<file path="src/fifo4_pkg.sv">
`default_nettype none

package fifo4_pkg;

   localparam int PTR_W = 2;
   localparam int DEPTH = 1 << PTR_W;

   typedef logic [PTR_W-1:0] ptr_t;   // Read or write slot.
   typedef logic [PTR_W:0]   level_t; // Occupancy 0 to 4.

   typedef enum logic [1:0] {
      ST_EMPTY       = 2'b00,
      ST_GOING_FULL  = 2'b01,
      ST_FULL        = 2'b11,
      ST_GOING_EMPTY = 2'b10
   } fifo_state_t;

endpackage

`default_nettype wire

</file>
<file path="src/fifo4_ctrl.sv">
`timescale 1ns/10ps
`default_nettype none

module fifo4_ctrl import fifo4_pkg::*; (
   input  logic clk,
   input  logic rst,
   input  logic add_fifo,
   input  logic pop_fifo,
   input  ptr_t read_ptr,
   input  ptr_t write_ptr,
   output logic write_ctr_en,
   output logic read_ctr_en,
   output logic ctr_clear,
   output logic fifo_empty,
   output logic fifo_full,
   output logic err
);

   fifo_state_t state;
   fifo_state_t next_state;

   ptr_t write_ptr_nxt;
   ptr_t read_ptr_nxt;
   logic wrap_full;
   logic wrap_empty;
   logic wr_ok;
   logic rd_ok;
   logic refused;

   // Pointer values one step ahead.
   assign write_ptr_nxt = write_ptr + ptr_t'(1);
   assign read_ptr_nxt  = read_ptr + ptr_t'(1);

   assign wrap_full  = (write_ptr_nxt == read_ptr);  // Write would catch up.
   assign wrap_empty = (read_ptr_nxt == write_ptr);  // Pop would catch up.

   // Per-state accept decision and flag decode.
   always_comb begin
      wr_ok      = 1'b0;
      rd_ok      = 1'b0;
      ctr_clear  = 1'b0;
      fifo_empty = 1'b0;
      fifo_full  = 1'b0;
      case (state)
         ST_EMPTY: begin
            fifo_empty = 1'b1;
            wr_ok      = add_fifo;   // No fall-through.
         end
         ST_GOING_FULL: begin
            wr_ok = add_fifo;
            rd_ok = pop_fifo;
         end
         ST_GOING_EMPTY: begin
            wr_ok = add_fifo;
            rd_ok = pop_fifo;
         end
         ST_FULL: begin
            fifo_full = 1'b1;
            rd_ok     = pop_fifo;
         end
         default: begin
            ctr_clear = 1'b1;        // Recover from a bad encoding.
         end
      endcase
   end

   // Direction of the last single operation picks the state.
   always_comb begin
      next_state = state;
      if (ctr_clear) begin
         next_state = ST_EMPTY;
      end else if (wr_ok && !rd_ok) begin
         next_state = wrap_full ? ST_FULL : ST_GOING_FULL;
      end else if (rd_ok && !wr_ok) begin
         next_state = wrap_empty ? ST_EMPTY : ST_GOING_EMPTY;
      end
   end

   assign write_ctr_en = wr_ok;
   assign read_ctr_en  = rd_ok;

   // Any request that was not taken.
   assign refused = (add_fifo & ~wr_ok) | (pop_fifo & ~rd_ok);

   always_ff @(posedge clk) begin
      if (rst) begin
         state <= ST_EMPTY;
         err   <= 1'b0;
      end else begin
         state <= next_state;
         err   <= refused;     // One cycle pulse.
      end
   end

endmodule

`default_nettype wire

</file>
<file path="src/fifo4_mem.sv">
`timescale 1ns/10ps
`default_nettype none

module fifo4_mem import fifo4_pkg::*; #(
   parameter int DATA_W = 8
) (
   input  logic              clk,
   input  logic              rst,
   input  logic              write_ctr_en,
   input  logic              read_ctr_en,
   input  ptr_t              write_ptr,
   input  ptr_t              read_ptr,
   input  logic [DATA_W-1:0] wr_data,
   output logic [DATA_W-1:0] rd_data,
   output logic              rd_valid
);

   logic [DATA_W-1:0] mem [DEPTH];

   always_ff @(posedge clk) begin
      if (write_ctr_en) begin
         mem[write_ptr] <= wr_data;
      end
   end

   // Read data holds until the next pop.
   always_ff @(posedge clk) begin
      if (read_ctr_en) begin
         rd_data <= mem[read_ptr];
      end
   end

   always_ff @(posedge clk) begin
      if (rst) begin
         rd_valid <= 1'b0;
      end else begin
         rd_valid <= read_ctr_en;
      end
   end

endmodule

`default_nettype wire

</file>
<file path="src/fifo4_ptr_unit.sv">
`timescale 1ns/10ps
`default_nettype none

module fifo4_ptr_unit import fifo4_pkg::*; (
   input  logic   clk,
   input  logic   rst,
   input  logic   write_ctr_en,
   input  logic   read_ctr_en,
   input  logic   ctr_clear,
   input  logic   fifo_full,
   output ptr_t   read_ptr,
   output ptr_t   write_ptr,
   output level_t level
);

   ptr_t fill_cnt;

   // Both counters wrap at the depth.
   always_ff @(posedge clk) begin
      if (rst || ctr_clear) begin
         write_ptr <= '0;
         read_ptr  <= '0;
      end else begin
         if (write_ctr_en) begin
            write_ptr <= write_ptr + ptr_t'(1);
         end
         if (read_ctr_en) begin
            read_ptr <= read_ptr + ptr_t'(1);
         end
      end
   end

   assign fill_cnt = write_ptr - read_ptr;   // Modulo depth.

   // Equal pointers mean empty unless the controller says full.
   assign level = fifo_full ? level_t'(DEPTH) : {1'b0, fill_cnt};

endmodule

`default_nettype wire

</file>
<file path="src/fifo4_top.sv">
`timescale 1ns/10ps
`default_nettype none

module fifo4_top import fifo4_pkg::*; #(
   parameter int DATA_W = 8
) (
   input  logic              clk,
   input  logic              rst,
   input  logic              add_fifo,
   input  logic              pop_fifo,
   input  logic [DATA_W-1:0] wr_data,
   output logic [DATA_W-1:0] rd_data,
   output logic              rd_valid,
   output logic              fifo_empty,
   output logic              fifo_full,
   output level_t            level,
   output logic              err
);

   logic write_ctr_en;
   logic read_ctr_en;
   logic ctr_clear;
   ptr_t read_ptr;
   ptr_t write_ptr;

   fifo4_ctrl ctrl_i (
      .clk          (clk),
      .rst          (rst),
      .add_fifo     (add_fifo),
      .pop_fifo     (pop_fifo),
      .read_ptr     (read_ptr),
      .write_ptr    (write_ptr),
      .write_ctr_en (write_ctr_en),
      .read_ctr_en  (read_ctr_en),
      .ctr_clear    (ctr_clear),
      .fifo_empty   (fifo_empty),
      .fifo_full    (fifo_full),
      .err          (err)
   );

   fifo4_ptr_unit ptr_i (
      .clk          (clk),
      .rst          (rst),
      .write_ctr_en (write_ctr_en),
      .read_ctr_en  (read_ctr_en),
      .ctr_clear    (ctr_clear),
      .fifo_full    (fifo_full),
      .read_ptr     (read_ptr),
      .write_ptr    (write_ptr),
      .level        (level)
   );

   fifo4_mem #(
      .DATA_W (DATA_W)
   ) mem_i (
      .clk          (clk),
      .rst          (rst),
      .write_ctr_en (write_ctr_en),
      .read_ctr_en  (read_ctr_en),
      .write_ptr    (write_ptr),
      .read_ptr     (read_ptr),
      .wr_data      (wr_data),
      .rd_data      (rd_data),
      .rd_valid     (rd_valid)
   );

endmodule

`default_nettype wire
</file>
<file path="config.mk">
export PLATFORM = sky130hd
export DESIGN_NAME = fifo4_top
export DESIGN_NICKNAME = d
export VERILOG_FILES = /design/src/fifo4_pkg.sv /design/src/fifo4_ctrl.sv /design/src/fifo4_mem.sv /design/src/fifo4_ptr_unit.sv /design/src/fifo4_top.sv
export SDC_FILE = /design/constraint.sdc
export NUM_CORES = 1
export LEC_CHECK = 0
export BUFFER_PORTS_ARGS = -buffer_cell sky130_fd_sc_hd__buf_2
export CAP_MARGIN = 20
export CORE_UTILIZATION = 50
export CTS_BUF_LIST = sky130_fd_sc_hd__clkbuf_4 sky130_fd_sc_hd__clkbuf_8
export CTS_CLUSTER_DIAMETER = 30
export DETAILED_ROUTE_END_ITERATION = 8
export PLACE_DENSITY = 0.76
export SYNTH_ARGS = -nofsm -noshare
export SYNTH_HDL_FRONTEND = slang
export SYNTH_SLANG_ARGS = --single-unit
</file>
<file path="constraint.sdc">
create_clock -name clk -period 5.2 [get_ports clk]
set_clock_uncertainty 0.15 [all_clocks]
set_input_delay 0.52 -clock clk [delete_from_list [all_inputs] [get_ports clk]]
set_output_delay 0.52 -clock clk [all_outputs]
set_load 0.02 [all_outputs]
</file>
# [Yosys cells after proc, flatten, opt, wreduce, memory -nomap -nowiden]
# Memory sizes are Yosys's and may differ from the RTL's. A register that Yosys moved wholly into a read port is not among the register bits.
# Index checks and enable logic that the tools add are counted.
[word_totals] reg_bits=8 memories=1 elab_cells=38 inputBits=12 ram_bits=32
[op_classes] add_sub_neg=3 n_mux=11 reduce_logical=8 eq_ne=5 bitwise=5
[mem_list] name="mem_i.mem" words=4 width=8 read_ports=1 rd_clocked_by_memory_dff=1 wr=1 line="fifo4_mem.sv:18" rtl="logic [DATA_W-1:0] mem [DEPTH];"
[op_table] cell="two-way mux 2 bit" count=4
[op_table] cell="two-way mux 1 bit" count=6
[op_table] cell="OR reduction 3 bit" count=2
[op_table] cell="adder 2 x 1 -> 2 bit, second input constant" count=2
[op_table] cell="== test 2 bit" count=2
[op_table] cell="== test 2 bit, second input constant" count=2
[op_table] cell="two-way mux 3 bit" count=1
[op_table] cell="AND 1 bit" count=2
[op_table] cell="== test 2 x 1 -> 1 bit, second input constant" count=1
[op_table] cell="logical AND 1 bit" count=2
[op_table] cell="logical NOT 1 bit" count=2
[op_table] cell="logical NOT 2 bit" count=1
[op_table] cell="NOT 1 bit" count=2
[op_table] cell="nonzero test 2 bit" count=1
[op_table] cell="subtractor 2 bit" count=1
[op_table] cell="OR 1 bit" count=1

# [Depth between registers and ports, before layout]
# Gate-level depths: netlist of the first run.
[logic_depth] ltp_word=7 mapped_depth=6

# [Cells and area by module]
# A second synthesis of the first run with hierarchy kept.
[hier_totals] hier_cells=102 area_unflattened_um2=1869.3
[by_module_without_submodules] mod="fifo4_mem" seq_area_each_um2=1221.2 cells_per_inst=56 n_inst=1 area_each_um2=1455.1
[by_module_without_submodules] mod="fifo4_ptr_unit" seq_area_each_um2=80.1 cells_per_inst=21 n_inst=1 area_each_um2=210.2
[by_module_without_submodules] mod="fifo4_ctrl" seq_area_each_um2=60.1 cells_per_inst=25 n_inst=1 area_each_um2=203.9

# [Least setup slack after synthesis of the first run]
# No wires, ideal clock.
[synth_timing] path_type="in2reg" startpoint="in add_fifo" endpoint="reg ctrl_i.state[1]" path_slack_ns=3.427 arrival_ns=1.488 cell_stages=4 cell_sequence="a21boi_2 -> ha_1 -> nor4_1 -> a2111oi_2"
[synth_between] elab_chain_len=4 word_cells_on_any_way=6
[synth_rtl] item="start, declared" line="fifo4_top.sv:9" rtl="input logic add_fifo,"
[synth_rtl] item="two-way mux 1 bit *" line="fifo4_ctrl.sv:44" rtl="case (state)"
[synth_rtl] item="logical NOT 1 bit" line="fifo4_ctrl.sv:74" rtl="end else if (rd_ok && !wr_ok) begin"
[synth_rtl] item="logical AND 1 bit" line="fifo4_ctrl.sv:74"
[synth_rtl] item="nonzero test 2 bit (no line)"
[synth_rtl] item="end signal, assigned" line="fifo4_ctrl.sv:90" rtl="state <= next_state;"
[synth_rtl] item="end, declared" line="fifo4_ctrl.sv:19" rtl="fifo_state_t state;"
# Every way passes the cells marked *; elsewhere a longest branch is shown, timed or not.
# A chain may end at the register's enable or synchronous reset.

# [Worst setup path in the final report of the first run]
[layout_timing] startpoint="reg ptr_i.read_ptr[0]" endpoint="out level[0]"
[layout_between] elab_chain_len=2
[layout_rtl] item="start, declared" line="fifo4_ptr_unit.sv:11" rtl="output ptr_t read_ptr,"
[layout_rtl] item="start signal, assigned" line="fifo4_ptr_unit.sv:28" rtl="read_ptr <= read_ptr + ptr_t'(1);"
[layout_rtl] item="subtractor 2 bit" line="fifo4_ptr_unit.sv:33" rtl="assign fill_cnt = write_ptr - read_ptr;"
[layout_rtl] item="two-way mux 3 bit" line="fifo4_ptr_unit.sv:36" rtl="assign level = fifo_full ? level_t'(DEPTH) : {1'b0, fill_cnt};"
[layout_rtl] item="end, declared" line="fifo4_top.sv:16" rtl="output level_t level,"
# No other way between the ends.

==> impl_metrics.env, run 1 <==
export IMPL_outcome="finished clean"
export IMPL_floorplan_die_area_sq_mm=0.004039
export IMPL_worst_setup_path_start_kind="register"
export IMPL_grt_overflow_total=0
export IMPL_syn_num_nets=125
export IMPL_finalWirelength_um=2906
export IMPL_layout_core_utilization_pct=62.77
export IMPL_antenna_violating_nets_post_route=0
export IMPL_final_layout_size_suffix_gt1_share_pct=32.59
export IMPL_timing_final_setup_violations=0
export IMPL_leakage_nw=0.8117
export IMPL_worst_path_max_fanout=12
export IMPL_drt_vias_per_instance=5.138
export IMPL_insertedDiodeCount=0
export IMPL_synth_sequential_area_ratio_pct=71.86
export IMPL_layout_worst_path_cycle_share_pct=46.52
export IMPL_rsz0062_at_grt="no"
export IMPL_syn2layout_area_growth_pct=14.93
export IMPL_vias_in_the_first_global_route=1000
export IMPL_grtUsageTotal_pct=16.34
export IMPL_worstSetupPathType="reg -> out"
export IMPL_drt_iter0_drc=40
export IMPL_hold_violations=0
export IMPL_cts_hold_repair_buffers=0
export IMPL_yosys_area_share_xor_xnor_pct=4.029
export IMPL_cts_post_setup_buffers_inserted=0
export IMPL_yosysWarningCount=0
export IMPL_clk_insertion_delay_late_ns=0.30
export IMPL_post_route_drc_count=0
export IMPL_vias=930
export IMPL_cp_required_ns=4.53
export IMPL_busiest_layer="met2"
export IMPL_areal_power_density_over_the_cells_mw_per_mm2=416.5
export IMPL_critical_path_slowest_cell="sky130_fd_sc_hd__dfxtp_1"
export IMPL_buffer_ports_inserted=26
export IMPL_grt_antenna_before_repair=0
export IMPL_max_stage_delay_ns=0.80
export IMPL_clk_root_buffer_cell="sky130_fd_sc_hd__clkbuf_8"
export IMPL_num_io_pins=27
export IMPL_postSynthAreaPerCell_sq_um=17.70
export IMPL_yosys_cell_types_count=23
export IMPL_timing_setup_tns_ns=0
export IMPL_start_util_pct=54.62
export IMPL_global_route_wire_length_before_repair_um=4671
export IMPL_grt_max_degree=15
export IMPL_synthesis_area_sq_mm=0.001894
export IMPL_grt_met3_usage_pct=4.348
export IMPL_cts_inserted_buffers=5
export IMPL_clkSlewWorstSetupHoldPaths_ns=0.08
export IMPL_tritoncts="done"
export IMPL_yosys_area_share_simple_pct=4.425
export IMPL_dp_hpwl_um=1955
export IMPL_core_rowCount=21
export IMPL_gp_congestion=0.7713
export IMPL_post_cts_sizing_count=0
export IMPL_die_h_um=63.55
export IMPL_complex_gate_fraction_of_the_synthesized_area_pct=2.840
export IMPL_post_synth_inst_count=107
export IMPL_layout_nets=152
export IMPL_grt_met2_usage_pct=27.53
export IMPL_numClockSinks=48
export IMPL_synth_top_family_by_area="multiplexers"
export IMPL_hp_class="in -> reg"
export IMPL_timing_max_slew_rel_slack_pct=51.35
export IMPL_drt_wirelength_per_cell_um=16.06
export IMPL_fmaxAchievable_mhz=413.4
export IMPL_path_buf_inv=1
export IMPL_met1_usage_pct=19.02
export IMPL_min_period_ns=2.419
export IMPL_cp_end_kind="output pin"
export IMPL_drt_pre_antenna_iters=4
export IMPL_max_vdd_ir_drop_v=0.0002042
export IMPL_max_clock_path_buffers=2
export IMPL_timing_max_transition_violations_final=0
export IMPL_worst_slew_pin_slew_ns=0.7287
export IMPL_drv_max_cap_violation_count=0
export IMPL_die_x_um=63.55
export IMPL_cts_htree_levels=2
export IMPL_design_core_area_sq_mm=0.003468
export IMPL_yosys_register_bits=48
export IMPL_crit_path_cell_trace="ha_1, nor2_1, buf_2"
export IMPL_crit_arrival_ns=1.75
export IMPL_synth_adder_area_share_pct=3.963
export IMPL_muxShareOfSynthArea_pct=10.04
export IMPL_cp_top_family="flip-flops"
[synthesized netlist by cell type]
cell type / number / area (sq um)
sky130_fd_sc_hd__nor4_1: 1 / 6.260
sky130_fd_sc_hd__nand3_1: 1 / 5.000
sky130_fd_sc_hd__mux4_2: 8 / 180.2
sky130_fd_sc_hd__edfxtp_1: 40 / 1201
sky130_fd_sc_hd__inv_1: 6 / 22.52
sky130_fd_sc_hd__ha_1: 6 / 75.07
sky130_fd_sc_hd__nor2_1: 8 / 30.03
sky130_fd_sc_hd__and2_1: 4 / 25.02
sky130_fd_sc_hd__buf_2: 1 / 5.000
sky130_fd_sc_hd__a21oi_1: 3 / 15.01
sky130_fd_sc_hd__xor3_1: 1 / 23.77
sky130_fd_sc_hd__clkbuf_1: 3 / 11.26
sky130_fd_sc_hd__o211ai_1: 1 / 7.510
sky130_fd_sc_hd__dfxtp_1: 8 / 160.2
sky130_fd_sc_hd__nand2_1: 3 / 11.26
sky130_fd_sc_hd__o21ai_1: 1 / 5.000
sky130_fd_sc_hd__xnor2_1: 3 / 26.28
sky130_fd_sc_hd__nand2b_1: 1 / 6.260
sky130_fd_sc_hd__buf_4: 2 / 15.01
sky130_fd_sc_hd__a2111oi_2: 1 / 15.01
sky130_fd_sc_hd__xor2_1: 3 / 26.28
sky130_fd_sc_hd__mux2i_1: 1 / 10.01
sky130_fd_sc_hd__a21boi_2: 1 / 11.26
[per-stage QoR]
step / setup slack (ns) / cell area [sq um] / cells / total power [W] / hold slack (ns)
2_1_floorplan: 3.427 / 1894 / 107 / 0.0005896 / 0.3882
3_3_place_gp: 3.080 / 2051 / 173 / 0.0006247 / 0.3942
3_5_place_dp: 3.066 / 2051 / 173 / 0.0006303 / 0.4057
4_1_cts: 2.737 / 2177 / 181 / 0.0009128 / 0.2854
5_1_grt: 2.559 / 2177 / 181 / 0.0009429 / 0.2814
6_report: 2.781 / 2177 / 181 / 0.0009067 / 0.2844
[cell usage in the layout, fill, tap and decap left out]
cell	netlist	layout
sky130_fd_sc_hd__a2111oi_2	1	1
sky130_fd_sc_hd__a21boi_2	1	1
sky130_fd_sc_hd__a21oi_1	3	3
sky130_fd_sc_hd__and2_1	4	4
sky130_fd_sc_hd__buf_2	1	26
sky130_fd_sc_hd__bufinv_16	0	1
sky130_fd_sc_hd__clkbuf_8	0	7
sky130_fd_sc_hd__dfxtp_1	8	8
sky130_fd_sc_hd__edfxtp_1	40	40
sky130_fd_sc_hd__ha_1	6	6
sky130_fd_sc_hd__inv_1	6	6
sky130_fd_sc_hd__mux2i_1	1	1
sky130_fd_sc_hd__mux4_2	8	8
sky130_fd_sc_hd__nand2_1	3	3
sky130_fd_sc_hd__nand2b_1	1	1
sky130_fd_sc_hd__nand3_1	1	1
sky130_fd_sc_hd__nor2_1	8	8
sky130_fd_sc_hd__nor4_1	1	1
sky130_fd_sc_hd__o211ai_1	1	1
sky130_fd_sc_hd__o21ai_1	1	1
sky130_fd_sc_hd__xnor2_1	3	3
sky130_fd_sc_hd__xor2_1	3	3
sky130_fd_sc_hd__xor3_1	1	1
[registers in the layout, indices dropped and copies added (netlist names)]
signal           flops
ctrl_i.err           1
ctrl_i.state         2
mem_i.mem           32
mem_i.rd_data        8
mem_i.rd_valid       1
ptr_i.read_ptr       2
ptr_i.write_ptr      2
[layout make-up]
class	count	area (sq um)
clock buffers	7	96.34
clock inverters	1	30.03
fillers	260	1291
inverters	6	22.52
multi-input cells	47	479.2
flip-flops and latches	48	1361
well taps	46	57.56
repair buffers	26	130.1
[layer usage]
layer  up-vias  share of wire, %
met1       462                43
met4         0               1.2
met3         4               3.1
met2        16                53
met5         -                 0
li1        448                 -
[logic make-up (layout without fill, tap and decap cells)]
| logic type | count (synthesis) | count (layout) |
|---|---|---|
| AND/OR/NAND/NOR | 18 | 18 |
| XOR/XNOR | 7 | 7 |
| multiplexers | 9 | 9 |
| AO/OA/AOI/OAI | 7 | 7 |
| adder cells (fa/ha/maj) | 6 | 6 |
| buffers and inverters | 12 | 40 |
| flip-flops | 48 | 48 |
[path summary, 6_finish.rpt]
path                            cells past startpoint  slack [ns]              start              end
worst max register to register                      3        3.32  ptr_i.read_ptr[0]  ctrl_i.state[1]
worst min register to register                      2        0.42    ctrl_i.state[0]  ctrl_i.state[0]
worst max-delay path                                3        2.78  ptr_i.read_ptr[0]         level[0]
worst min-delay path                                1        0.28         wr_data[7]  mem_i.mem[3][7]
[power by group]
part           internal, W  leakage [nW]  switching [W]  total, W
registers         0.000455         0.434      0.0000253  0.000480
clock network     0.000170        0.0645       0.000117  0.000287
logic            0.0000629         0.314      0.0000770  0.000140
total             0.000687         0.812       0.000220  0.000907
Power figures use the tool's default switching activity.
==> run 2: changes to the inputs <==
clock period = 2.3 ns   (was 5.2 ns; I/O delays follow)
==> run 2 against run 1 <==
Global-route usage is 0.78 points higher. First-iteration DRC count down 20%. Final cell count rose by 5.0%. Sequential share of layout area down 1.9 points. Clock power grew 110%. Sequential power up 120%. Core utilization is 2.0 points higher. Register-to-register slack worse by 2.8 ns. Worst hold slack lost 0.27 ns. Non-clock buffer count is 9 higher. Die area unchanged. Final area grew 3.2%. Critical endpoint unchanged.
==> impl_metrics.env, run 2 (synthesis gave the netlist of run 1 again) <==
export IMPL_outcome="finished clean"
export IMPL_areal_power_density_over_the_cells_mw_per_mm2=898.0
export IMPL_place_ws_ns=0.5772
export IMPL_drv_max_cap_violation_count=0
export IMPL_timing_critical_path_from="ptr_i.write_ptr[0]"
export IMPL_num_io_pins=27
export IMPL_final_layout_size_suffix_gt1_share_pct=31.94
export IMPL_min_period_ns=1.807
export IMPL_die_x_um=63.55
export IMPL_registers_top_by_ff_count="mem_i.mem"
export IMPL_floorplan_die_area_sq_mm=0.004039
export IMPL_drt_wirelength_per_cell_um=15.66
export IMPL_hp_class="in -> reg"
export IMPL_core_rowCount=21
export IMPL_largest_register_ff_count=32
export IMPL_vias_in_the_first_global_route=1040
export IMPL_worst_setup_path_start_kind="register"
export IMPL_layout_worst_path_cycle_share_pct=78.58
export IMPL_max_vdd_ir_drop_v=0.0004468
export IMPL_grt_antenna_before_repair=0
export IMPL_grt_max_degree=15
export IMPL_clk_root_buffer_cell="sky130_fd_sc_hd__clkbuf_8"
export IMPL_final_common_cell="sky130_fd_sc_hd__edfxtp_1"
export IMPL_cts_htree_levels=2
export IMPL_tritoncts="done"
export IMPL_most_common_layout_cells="sky130_fd_sc_hd__edfxtp_1, sky130_fd_sc_hd__buf_2, sky130_fd_sc_hd__nor2_1, sky130_fd_sc_hd__mux4_2, sky130_fd_sc_hd__dfxtp_1"
export IMPL_worst_slew_pin_slew_ns=0.4588
export IMPL_timing_setup_tns_ns=0
export IMPL_cts_inserted_buffers=5
export IMPL_fmaxAchievable_mhz=553.3
export IMPL_postLayoutSetupSlackWorst_ns=0.4926
export IMPL_numClockSinks=48
export IMPL_cp_end_kind="output pin"
export IMPL_clk_insertion_delay_late_ns=0.30
export IMPL_met3_wirelength_um=129
export IMPL_worst_path_max_fanout=4
export IMPL_grtUsageTotal_pct=17.12
export IMPL_post_cts_sizing_count=0
export IMPL_die_h_um=63.55
export IMPL_gp_congestion=0.7529
export IMPL_m1WireLength_um=1253
export IMPL_highest_layer="met4"
export IMPL_vias=969
export IMPL_worstSetupPathType="reg -> out"
export IMPL_layout_nets=161
export IMPL_hold_path_startpoint="wr_data[0]"
export IMPL_post_route_drc_count=0
export IMPL_timing_final_setup_violations=0
export IMPL_drt_pre_antenna_iters=4
export IMPL_timing_max_transition_violations_final=0
export IMPL_syn2layout_area_growth_pct=18.63
export IMPL_max_clock_path_buffers=2
export IMPL_design_core_area_sq_mm=0.003468
export IMPL_drt_iter0_drc=32
export IMPL_rsz0062_at_grt="no"
export IMPL_cp_required_ns=1.92
export IMPL_insertedDiodeCount=0
export IMPL_crit_arrival_ns=1.43
export IMPL_timing_max_slew_rel_slack_pct=69.41
export IMPL_layout_core_utilization_pct=64.79
export IMPL_crit_reg2reg_launch="ctrl_i.state[0]"
export IMPL_start_util_pct=54.62
export IMPL_hold_violations=0
export IMPL_leakage_nw=0.8458
export IMPL_met2WireLength_um=1542
export IMPL_buffer_ports_inserted=26
export IMPL_grt_overflow_total=0
export IMPL_finalWirelength_um=2976
export IMPL_reg_top3="mem_i.mem (32), mem_i.rd_data (8)"
export IMPL_drt_vias_per_instance=5.100
export IMPL_clkSlewWorstSetupHoldPaths_ns=0.08
export IMPL_antenna_violating_nets_post_route=0
export IMPL_global_route_wire_length_before_repair_um=4864
export IMPL_dp_hpwl_um=2004
==> run 2: area by class of cell <==
class / count / area, sq um
Clock buffer: 6 / 76.32
Tap cell: 46 / 57.56
Multi-Input combinational cell: 47 / 479.2
Clock inverter: 2 / 35.03
Sequential cell: 48 / 1361
Timing Repair Buffer: 35 / 215.2
Inverter: 6 / 22.52
Fill cell: 260 / 1221
==> run 2: final timing paths <==
path | depth (start not counted) | slack, ns | end
setup reg to reg | 4 | 0.55 | ctrl_i.state[1]
hold / removal | 1 | 0.01 | mem_i.mem[1][0]
hold reg to reg | 2 | 0.43 | ctrl_i.err
setup / recovery | 4 | 0.49 | level[0]
==> run 2: metrics by stage <==
| step | hold slack, ns | instances | power [W] | area [sq um] |
|---|---|---|---|---|
| detailed placement | 0.2971 | 175 | 0.001434 | 2066 |
| global route | 0.01557 | 190 | 0.002096 | 2247 |
| finish | 0.01335 | 190 | 0.002018 | 2247 |
| CTS | 0.005699 | 190 | 0.002033 | 2247 |
| global placement | 0.2908 | 175 | 0.001422 | 2066 |
| floorplan | 0.1789 | 107 | 0.001333 | 1894 |
==> run 2: power by group <==
part / internal [W] / switching, W / total [W]
Combinational: 0.000156 / 0.000198 / 0.000354
Clock: 0.000334 / 0.000263 / 0.000597
Sequential: 0.00103 / 0.0000396 / 0.00107
==> run 2: repair_timing <==
item	4_1_cts	5_1_grt
hold buffers	7	0
endpoints found under the hold margin	28	0
setup buffers	0	0
==> run 2: per-layer routing <==
metal,vias to the layer above,track usage (%)
met1,478,19.45
met3,5,5.072
met4,0,10.51
met2,20,28.19
li1,466,-
met5,-,0
==> run 2: worst max-delay path: stages, from the launching register on <==
cell,delay (ns)
sky130_fd_sc_hd__dfxtp_1,0.39
sky130_fd_sc_hd__inv_1,0.11
sky130_fd_sc_hd__ha_1,0.35
sky130_fd_sc_hd__nor2_1,0.11
sky130_fd_sc_hd__buf_2,0.16
